**src/source/cpuControlPkg.sv**
```systemverilog
`default_nettype none

package cpuControlPkg;

    typedef logic [31:0] wordT;     // processor word, instruction register
    typedef logic [4:0]  opcodeT;   // opcode field of the instruction
    typedef logic [2:0]  stepT;     // execute step, 0 is the first after fetch2

    localparam int opcodeMsb = 31;  // opcode field position in instr
    localparam int opcodeLsb = 27;

    // opcode encodings, kept instructions only
    localparam opcodeT opLd   = 5'd0;
    localparam opcodeT opLdi  = 5'd1;
    localparam opcodeT opSt   = 5'd2;
    localparam opcodeT opAdd  = 5'd3;
    localparam opcodeT opSub  = 5'd4;
    localparam opcodeT opAnd  = 5'd5;
    localparam opcodeT opOr   = 5'd6;
    localparam opcodeT opRor  = 5'd7;
    localparam opcodeT opRol  = 5'd8;
    localparam opcodeT opShr  = 5'd9;
    localparam opcodeT opShra = 5'd10;
    localparam opcodeT opShl  = 5'd11;
    localparam opcodeT opAddi = 5'd12;
    localparam opcodeT opAndi = 5'd13;
    localparam opcodeT opOri  = 5'd14;
    localparam opcodeT opNeg  = 5'd17;
    localparam opcodeT opNot  = 5'd18;
    localparam opcodeT opBr   = 5'd19;
    localparam opcodeT opJal  = 5'd20;
    localparam opcodeT opJr   = 5'd21;
    localparam opcodeT opHalt = 5'd26;  // new encoding, unused slot

    // index of the final execute step per sequence length
    localparam stepT lastStepAlu = 3'd2;  // alu3, immediate, unary
    localparam stepT lastStepMem = 3'd4;  // load, store, branch
    localparam stepT lastStepJr  = 3'd0;
    localparam stepT lastStepJal = 3'd1;

    typedef enum logic [3:0] {
        clsAlu3, clsAluImm, clsUnary, clsLoad, clsStore,
        clsBranch, clsJr, clsJal, clsHalt, clsIllegal
    } instrClassT;

    typedef enum logic [3:0] {
        aluNone, aluAdd, aluSub, aluAnd, aluOr, aluRor,
        aluRol, aluShr, aluShra, aluShl, aluNeg, aluNot
    } aluOpT;

    typedef enum logic [2:0] {
        phReset, phFetch0, phFetch1, phFetch2, phExec, phHalt
    } phaseT;

    typedef struct packed {
        logic gra;      // register select from ra field
        logic grb;
        logic grc;
        logic rIn;      // selected register loads from bus
        logic rOut;     // selected register drives bus
        logic cOut;     // sign-extended constant onto bus
        logic pcOut;
        logic mdrOut;
        logic zLowOut;
    } busCtrlT;

    typedef struct packed {
        logic pcIn;
        logic irIn;
        logic yIn;
        logic zIn;
        logic marIn;
        logic mdrIn;
        logic conIn;    // evaluate branch condition
        logic incPc;
        logic clear;
    } loadCtrlT;

    typedef struct packed {
        logic read;
        logic write;
    } memCtrlT;

    typedef struct packed {
        busCtrlT  bus;
        loadCtrlT load;
        memCtrlT  mem;
        aluOpT    aluOp;
        logic     halt;
    } controlWordT;     // 25 bits, one word per cycle

endpackage

`default_nettype wire
```
**src/source/controlUnit.sv**
```systemverilog
`default_nettype none

module controlUnit import cpuControlPkg::*; (
    input  wire         Clock,
    input  wire         Reset,
    input  wordT        instr,    // instruction register, stable per instruction
    input  wire         conFlag,  // branch condition
    output controlWordT control   // strobes for this cycle
);

    instrClassT decClass;     // decoder output, used at fetch2
    aluOpT      decAluOp;
    phaseT      phase;
    stepT       step;
    instrClassT activeClass;  // latched copies
    aluOpT      activeAluOp;

    opcodeDecoder decoder0 (
        .instr      (instr),
        .instrClass (decClass),
        .aluOp      (decAluOp)
    );

    controlSequencer sequencer0 (
        .Clock       (Clock),
        .Reset       (Reset),
        .instrClass  (decClass),
        .aluOp       (decAluOp),
        .phase       (phase),
        .step        (step),
        .activeClass (activeClass),
        .activeAluOp (activeAluOp)
    );

    controlWordGen wordGen0 (
        .phase       (phase),
        .step        (step),
        .activeClass (activeClass),
        .activeAluOp (activeAluOp),
        .conFlag     (conFlag),
        .control     (control)
    );

endmodule

`default_nettype wire

```
**src/source/controlWordGen.sv**
```systemverilog
`default_nettype none

module controlWordGen import cpuControlPkg::*; (
    input  phaseT       phase,
    input  stepT        step,
    input  instrClassT  activeClass,
    input  aluOpT       activeAluOp,
    input  wire         conFlag,      // condition flip-flop from datapath
    output controlWordT control
);

    always_comb begin
        control = '0;  // everything idle unless set below
        case (phase)
            phReset: begin
                control.load.pcIn  = 1'b1;  // pc loads zero
                control.load.clear = 1'b1;
            end
            phFetch0: begin
                control.bus.pcOut  = 1'b1;  // pc to mar
                control.load.marIn = 1'b1;
                control.load.incPc = 1'b1;
                control.load.zIn   = 1'b1;
            end
            phFetch1: begin
                control.mem.read   = 1'b1;  // instruction into mdr
                control.load.mdrIn = 1'b1;
            end
            phFetch2: begin
                control.bus.mdrOut = 1'b1;  // mdr into ir
                control.load.irIn  = 1'b1;
            end
            phExec: begin
                case (activeClass)
                    clsAlu3, clsAluImm, clsUnary: begin
                        case (step)
                            3'd0: begin
                                control.bus.grb   = 1'b1;  // rb into y
                                control.bus.rOut  = 1'b1;
                                control.load.yIn  = 1'b1;
                            end
                            3'd1: begin
                                control.aluOp    = activeAluOp;
                                control.load.zIn = 1'b1;
                                if (activeClass == clsAlu3) begin
                                    control.bus.grc  = 1'b1;  // rc as operand b
                                    control.bus.rOut = 1'b1;
                                end else if (activeClass == clsAluImm) begin
                                    control.bus.cOut = 1'b1;  // constant as operand b
                                end
                            end
                            3'd2: begin
                                control.bus.zLowOut = 1'b1;  // result into ra
                                control.bus.gra     = 1'b1;
                                control.bus.rIn     = 1'b1;
                            end
                            default: ;
                        endcase
                    end
                    clsLoad, clsStore: begin
                        case (step)
                            3'd0: begin
                                control.bus.grb  = 1'b1;  // base register into y
                                control.bus.rOut = 1'b1;
                                control.load.yIn = 1'b1;
                            end
                            3'd1: begin
                                control.bus.cOut = 1'b1;  // base plus offset
                                control.aluOp    = activeAluOp;
                                control.load.zIn = 1'b1;
                            end
                            3'd2: begin
                                control.bus.zLowOut = 1'b1;  // address to mar
                                control.load.marIn  = 1'b1;
                            end
                            3'd3: begin
                                if (activeClass == clsLoad) begin
                                    control.mem.read = 1'b1;
                                end else begin
                                    control.bus.gra  = 1'b1;  // store data into mdr
                                    control.bus.rOut = 1'b1;
                                end
                                control.load.mdrIn = 1'b1;
                            end
                            3'd4: begin
                                if (activeClass == clsLoad) begin
                                    control.bus.mdrOut = 1'b1;  // loaded word into ra
                                    control.bus.gra    = 1'b1;
                                    control.bus.rIn    = 1'b1;
                                end else begin
                                    control.mem.write = 1'b1;
                                end
                            end
                            default: ;
                        endcase
                    end
                    clsBranch: begin
                        case (step)
                            3'd0: begin
                                control.bus.gra    = 1'b1;  // ra sets the flag
                                control.bus.rOut   = 1'b1;
                                control.load.conIn = 1'b1;
                            end
                            3'd1: begin
                                control.bus.pcOut = 1'b1;
                                control.load.yIn  = 1'b1;
                            end
                            3'd2: begin
                                control.bus.cOut = 1'b1;  // target address
                                control.aluOp    = activeAluOp;
                                control.load.zIn = 1'b1;
                            end
                            3'd3: begin
                                if (conFlag)
                                    control.bus.zLowOut = 1'b1;  // taken
                                else
                                    control.load.incPc = 1'b1;   // fall through
                            end
                            3'd4: control.load.pcIn = conFlag;
                            default: ;
                        endcase
                    end
                    clsJr: begin
                        control.bus.gra   = 1'b1;  // ra straight into pc
                        control.bus.rOut  = 1'b1;
                        control.load.pcIn = 1'b1;
                    end
                    clsJal: begin
                        if (step == 3'd0) begin
                            control.bus.pcOut = 1'b1;  // link address into rb
                            control.bus.grb   = 1'b1;
                            control.bus.rIn   = 1'b1;
                        end else begin
                            control.bus.gra   = 1'b1;  // jump target
                            control.bus.rOut  = 1'b1;
                            control.load.pcIn = 1'b1;
                        end
                    end
                    default: ;
                endcase
            end
            phHalt:  control.halt = 1'b1;
            default: ;
        endcase
    end

endmodule

`default_nettype wire

```
**src/source/controlSequencer.sv**
```systemverilog
`default_nettype none

module controlSequencer import cpuControlPkg::*; (
    input  wire        Clock,
    input  wire        Reset,
    input  instrClassT instrClass,   // from decoder, valid in fetch2
    input  aluOpT      aluOp,
    output phaseT      phase,
    output stepT       step,         // execute step index
    output instrClassT activeClass,  // held for the whole execute phase
    output aluOpT      activeAluOp
);

    stepT lastStep;

    // final step of the running sequence
    always_comb begin
        case (activeClass)
            clsAlu3, clsAluImm, clsUnary: lastStep = lastStepAlu;
            clsLoad, clsStore, clsBranch: lastStep = lastStepMem;
            clsJr:                        lastStep = lastStepJr;
            clsJal:                       lastStep = lastStepJal;
            default:                      lastStep = '0;  // never in phExec
        endcase
    end

    always_ff @(posedge Clock or posedge Reset) begin
        if (Reset) begin
            phase       <= phReset;
            step        <= '0;
            activeClass <= clsIllegal;
            activeAluOp <= aluNone;
        end else begin
            case (phase)
                phReset:  phase <= phFetch0;  // pc cleared this cycle
                phFetch0: phase <= phFetch1;
                phFetch1: phase <= phFetch2;
                phFetch2: begin
                    activeClass <= instrClass;  // latch decode at end of fetch
                    activeAluOp <= aluOp;
                    step        <= '0;
                    case (instrClass)
                        clsIllegal: phase <= phReset;  // skip execute
                        clsHalt:    phase <= phHalt;
                        default:    phase <= phExec;
                    endcase
                end
                phExec: begin
                    if (step == lastStep) begin
                        phase <= phReset;  // back for the next instruction
                        step  <= '0;
                    end else begin
                        step <= step + 3'd1;
                    end
                end
                phHalt:  phase <= phHalt;  // only reset leaves
                default: phase <= phReset;
            endcase
        end
    end

endmodule

`default_nettype wire

```
**src/source/opcodeDecoder.sv**
```systemverilog
`default_nettype none

module opcodeDecoder import cpuControlPkg::*; (
    input  wordT       instr,       // instruction register
    output instrClassT instrClass,  // execute sequence to run
    output aluOpT      aluOp        // operation for the alu step
);

    opcodeT opcode;

    assign opcode = instr[opcodeMsb:opcodeLsb];  // top five bits

    always_comb begin
        instrClass = clsIllegal;  // dropped and undefined codes
        aluOp      = aluNone;
        case (opcode)
            // three-register alu
            opAdd:  begin instrClass = clsAlu3; aluOp = aluAdd;  end
            opSub:  begin instrClass = clsAlu3; aluOp = aluSub;  end
            opAnd:  begin instrClass = clsAlu3; aluOp = aluAnd;  end
            opOr:   begin instrClass = clsAlu3; aluOp = aluOr;   end
            opRor:  begin instrClass = clsAlu3; aluOp = aluRor;  end
            opRol:  begin instrClass = clsAlu3; aluOp = aluRol;  end
            opShr:  begin instrClass = clsAlu3; aluOp = aluShr;  end
            opShra: begin instrClass = clsAlu3; aluOp = aluShra; end
            opShl:  begin instrClass = clsAlu3; aluOp = aluShl;  end
            // constant as second operand
            opAddi: begin instrClass = clsAluImm; aluOp = aluAdd; end
            opAndi: begin instrClass = clsAluImm; aluOp = aluAnd; end
            opOri:  begin instrClass = clsAluImm; aluOp = aluOr;  end
            // single operand
            opNeg:  begin instrClass = clsUnary; aluOp = aluNeg; end
            opNot:  begin instrClass = clsUnary; aluOp = aluNot; end
            // address arithmetic uses the adder
            opLd, opLdi: begin
                instrClass = clsLoad;   // ld and ldi share a sequence
                aluOp      = aluAdd;
            end
            opSt: begin
                instrClass = clsStore;
                aluOp      = aluAdd;
            end
            opBr: begin
                instrClass = clsBranch;
                aluOp      = aluAdd;    // pc plus offset
            end
            opJr:   instrClass = clsJr;
            opJal:  instrClass = clsJal;
            opHalt: instrClass = clsHalt;
            default: begin
                instrClass = clsIllegal;
                aluOp      = aluNone;
            end
        endcase
    end

endmodule

`default_nettype wire

```
**config.mk**
```make
export PLATFORM = sky130hd
export DESIGN_NAME = controlUnit
export DESIGN_NICKNAME = d
export VERILOG_FILES = /design/src/source/cpuControlPkg.sv /design/src/source/controlUnit.sv /design/src/source/controlWordGen.sv /design/src/source/controlSequencer.sv /design/src/source/opcodeDecoder.sv
export SDC_FILE = /design/constraint.sdc
export NUM_CORES = 1
export LEC_CHECK = 0
export CORE_ASPECT_RATIO = 2
export CORE_MARGIN = 1
export CORE_UTILIZATION = 27
export CTS_BUF_LIST = sky130_fd_sc_hd__clkbuf_2 sky130_fd_sc_hd__clkbuf_4 sky130_fd_sc_hd__clkbuf_8
export DETAILED_ROUTE_END_ITERATION = 6
export DONT_BUFFER_PORTS = 1
export PLACE_DENSITY = 0.49
export SLEW_MARGIN = 20
export SYNTH_ARGS = -nofsm -noshare
export SYNTH_HDL_FRONTEND = slang
export SYNTH_SLANG_ARGS = --single-unit
```
**constraint.sdc**
```tcl
create_clock -name Clock -period 2.45 [get_ports Clock]
set_clock_uncertainty 0.15 [all_clocks]
set_input_delay 0.49 -clock Clock [delete_from_list [all_inputs] [get_ports Clock]]
set_output_delay 0.49 -clock Clock [all_outputs]
set_load 0.005 [all_outputs]
```
# ---- Word-level counts from Yosys, hierarchy flattened
# Memory sizes are Yosys's and may differ from the RTL's.
# Cells that the tools add are included.
dict set report classes {
  n_addsub 1
  eq_ne 40
  n_mux 63
  n_reduce_logical 16
}
# cell count
set op_table {}
lappend op_table {{$pmux 4 s11} 1}
lappend op_table {{$pmux 4 s9} 1}
lappend op_table {{$eq 5x4->1 const B} 7}
lappend op_table {{$eq 5x5->1 const B} 6}
lappend op_table {{$mux 1} 29}
lappend op_table {{$pmux 1 s2} 11}
lappend op_table {{$eq 5x3->1 const B} 4}
lappend op_table {{$pmux 3 s6} 1}
lappend op_table {{$eq 4x3->1 const B} 4}
lappend op_table {{$eq 3x2->1 const B} 4}
lappend op_table {{$pmux 3 s2} 2}
lappend op_table {{$reduce_or 6->1} 2}
lappend op_table {{$eq 5x2->1 const B} 2}
lappend op_table {{$pmux 1 s5} 2}
lappend op_table {{$reduce_or 2->1} 5}
lappend op_table {{$eq 3x3->1 const B} 3}
lappend op_table {{$mux 3} 3}
lappend op_table {{$pmux 1 s3} 3}
lappend op_table {{$reduce_or 9->1} 1}
lappend op_table {{$eq 4x2->1 const B} 2}
lappend op_table {{$eq 4x4->1 const B} 2}
lappend op_table {{$mux 4} 2}
lappend op_table {{$pmux 2 s2} 2}
lappend op_table {{$pmux 4 s2} 1}
lappend op_table {{other kinds (15)} 20}
dict set report totals {
  reg_bits 14
  mem_bits_ro 24
  in_bits 35
  output_inout_bits 25
  wordCells 125
  n_memories 1
}
# memory depth width read_ports rd_ports_with_merged_regs wr line_no
set memory_table {}
lappend memory_table {{(name not given)} 8 3 1 0 0 controlSequencer.sv:18} ;# case (activeClass)

# ---- Longest topological paths before layout
dict set report depth {
  word_depth 6
  mapped_depth 6
  depth_no_buf 6
}

# ---- Cells and area by module
# From an unflattened synthesis, not the netlist that was laid out.
dict set report hier_totals {
  cells_unflattened 222
  hier_area_um2 1614.0
}
# mod n_inst cells_per_inst area_each_um2 seq_area_each_um2
set modules_own_cells {}
lappend modules_own_cells {controlSequencer 1 75 729.4 352.8}
lappend modules_own_cells {controlWordGen 1 101 601.8 0.0}
lappend modules_own_cells {opcodeDecoder 1 46 282.8 0.0}

# ---- Worst setup path before layout
# Ideal clock, no wire load.
dict set report synth_timing {
  path_kind {register to output}
  start {register sequencer0.step[0]}
  end {output control[24] in the netlist's numbering}
  arrival_ns 1.581
  t_required_ns 1.810
  setup_slack_ns 0.229
  stages_incl_launch_ff 7
  n_path_buf 0
  cell_sequence {dfrtp_1 > inv_1 > ha_1 > and2b_1 > xor2_1 > o221ai_1 > a211oi_1}
}
# element line_no
set synth_lines {}
lappend synth_lines {{from (decl)} controlSequencer.sv:9} ;# output stepT step,
lappend synth_lines {{from (signal assigned)} controlSequencer.sv:53} ;# step <= step + 3'd1;
lappend synth_lines {{to (decl)} controlUnit.sv:8} ;# output controlWordT control

==> metrics.md <==
| Metric | Value |
|---|---|
| CTS Sinks | `14` |
| Setup Viol. Count Final | `0` |
| RSZ-0062 raised after global routing | `no` |
| H-Tree Depth | `1` |
| Drc violations | `0` |
| Nets | `about 240` |
| Adder-cell share of the synthesized area | `about 4.2%` |
| Seq cells post-synth | `14` |
| Placement-stage worst setup slack | `approximately 0.12 ns` |
| Antenna diodes | `0` |
| Post-Syn Area | `approximately 0.0015 mm²` |
| First-pass GRT wire length | `6800 µm` |
| Mapped Cells | `between 150 and 200` |
| Worst setup EP type | `output port` |
| Final Hold Viols | `0` |
| Initial antenna violation count | `0` |
| Relative slew slack | `approximately two thirds` |
| Xor/xnor cell area share of the yosys netlist | `2.36%` |
| Most frequent cell after synthesis | `nand2_1` |
| Largest net degree at the start of global routing | `18` |
| Clock-pin slew on the worst setup and hold paths | `0.06 ns` |
| Startpoint types | `flop` |
| CTS buffer count | `3` |
| Final GP Congestion | `around 0.8` |
| GRT overflow | `0` |
| Min Hold Slack | `0.0161 ns` |
| Placed cells | `between 200 and 300` |
| Ranking of synthesized cells by area | `dfrtp_1 (20%), nand2_1 (4.3%), ha_1 (4.2%)` |
| Initial Util | `28.3%` |
| Syn_nets | `238` |
| Via Count | `1515` |
| Max Cap Viol | `0` |
| Reg2reg start | `sequencer0.activeClass[3]` |
| Top post-synthesis cells by count | `nand2_1 (17), nor2_1 (16), a21oi_1 (12), dfrtp_1 (12), inv_1 (10)` |
| Reg2Reg Setup Slack | `between 0.3 and 0.4 ns` |
| Worst min path class | `primary input to async pin` |
| Average size of a mapped cell | `roughly 7.5 µm²` |
| Distinct cells, synth | `57` |
| Top-area cell type share of the netlist area | `between 20% and 30%` |
| Worst-Margin Slew | `0.516 ns` |
| CP Class | `flop to output port` |
| Synth warn | `0` |
| Simple-gate portion of the synthesized area | `around 31%` |
| Vias per inst | `roughly 5.8` |
| Compound-Gate Fraction of Synth Area | `between 20% and 30%` |
| Worst Path Max Fanout | `5` |
| Layout cells sized above 1 | `20.7%` |
| Peak Freq | `~0.42 GHz` |
| Crit path from | `sequencer0.step[0]` |
| I/O Buffers | `0` |
| Synth Flop Type | `dfrtp_1` |
| Asr flop ratio synth | `100%` |
| Core ar. | `approximately 0.0052 mm²` |
| Final wirelength | `around 4500 µm` |
| Die width | `roughly 54 µm` |
| Io pins | `60` |
| Final std cells w/o fill | `between 200 and 300` |
| Setup TNS | `0 ns` |
| Largest family of logic cells by synthesized area | `simple AND/OR/NAND/NOR gates` |
| Global Route Usage Sum | `16.1%` |
| Worst setup margin | `between 0.08 and 0.09 ns` |
| Antenna viol nets, final | `0` |
| Worst EP required | `approximately 1.8 ns` |
| Root Driver | `clkbuf_8` |
| Post-synth EDFFs | `0` |
| Yosys top cell by area | `dfrtp_1` |
| WL/cell | `approximately 17 µm` |
| Clock tree buffer depth | `2` |
| Number of global-route vias before repair | `1461` |
| Pleak | `0.000647 µW` |
| R2R depth | `5` |
| Power Density | `roughly 1100 mW/mm²` |
| Final period util | `~97%` |
| CP arrival | `1.73 ns` |
| Mux cell area share after synthesis | `between 1 and 1.5%` |
| Iter 0 DRT Violations | `64` |
| Dpl hpwl | `about 3500 µm` |
| Final Max Tran Viols | `0` |
| Die Span Y | `about 110 µm` |
| Core Rows | `37` |
| 1st-pass router iterations | `4` |
| Tmin final | `around 2.4 ns` |
| Sequential fraction of the synthesis area | `between 20% and 30%` |
| Worst vdd ir | `about 450 µV` |
| Area Overhead vs Synth | `16.2%` |
| CTS tree | `yes` |
| Worst skew pair latency | `about 0.24 ns` |
| Die area | `around 0.0058 mm²` |
| Number of hold buffers added after cts | `0` |
| Status | `complete, no violations` |
| Fillcell total | `between 500 and 600` |
logic make-up after synthesis:
family | count (synthesis)
AND/OR/NAND/NOR | 84
buffers and inverters | 27
multiplexers | 2
adder cells (fa/ha/maj) | 5
AO/OA/AOI/OAI | 62
flip-flops | 14
XOR/XNOR | 4
final cells by class:
class	count	area, µm²	share of cell area [%]
multi-input combinational	157	1070	61.9
timing repair buffer	18	135	7.84
clock buffer	4	55.1	3.20
sequential	14	357	20.7
tap	58	72.6	4.21
inverter	10	37.5	2.18
what timing repair did:
action | in CTS | in global routing
endpoints found under the setup margin | 7 | 10
resized for setup | 5 | 10
pin swaps | 0 | 2
buffers inserted | 4 | 0
gates cloned | 0 | 0
routing by layer:
layer  share of wire, %  track usage [%]  vias up
met3                3.2            0.709        8
met5                  0                0        -
met1                 35             13.6      734
met2                 58             32.7       42
met4                3.0             8.97        0
li1                   -                -      731
sequential cells by signal, indices dropped and copies added, names as in the netlist:
name / cells
sequencer0.phase: 3
sequencer0.step: 3
sequencer0.activeAluOp: 4
sequencer0.activeClass: 4
power breakdown:
group | switching (µW) | leakage, µW | internal, µW | total [µW]
logic | 662 | 0.000444 | 493 | 1150
registers | 128 | 0.000174 | 338 | 466
clock network | 76.7 | 0.0000288 | 142 | 219
worst paths after layout:
check                                             to
min                        sequencer0.activeClass[1]
max in group asynchronous         sequencer0.step[2]
max reg2reg                      sequencer0.phase[2]
max                                      control[24]
min in group Clock         sequencer0.activeClass[2]
min reg2reg                sequencer0.activeAluOp[0]
per-stage QoR:
stage                     power, µW  area, µm²  util, %
after floorplan                1190       1480        -
after global placement         1540       1590     30.3
after detailed placement       1530       1590     30.3
after CTS                      1800       1680     32.1
after global routing           1980       1720     32.9
final                          1840       1720     32.9
critical path: stages (launching register included):
cell and delay, ns:
dfrtp_2 0.44, inv_2 0.10, ha_1 0.16, and2b_2 0.22
xor2_2 0.18, o221ai_1 0.16, a211oi_2 0.23
layout by cell type, fill, tap and decap left out, drive strengths merged, types with 2 or more instances in the layout:
| cell | count |
|---|---|
| xnor2 | 2 |
| a21o | 2 |
| or3b | 2 |
| a21oi | 12 |
| a211oi | 5 |
| clkbuf | 4 |
| nand4 | 3 |
| nor2b | 8 |
| dfstp | 2 |
| nor3 | 5 |
| nand2 | 17 |
| nand2b | 7 |
| o21ai | 9 |
| a31oi | 2 |
| nand3 | 7 |
| nor2 | 16 |
| and2 | 5 |
| o22ai | 2 |
| a32oi | 4 |
| inv | 10 |
| a22oi | 2 |
| a21boi | 2 |
| nand3b | 3 |
| dfrtp | 12 |
| o221ai | 2 |
| buf | 18 |
| o211ai | 3 |
| xor2 | 2 |
| or3 | 2 |
| o31ai | 6 |
| ha | 5 |
(Power assumes the default switching activity.)
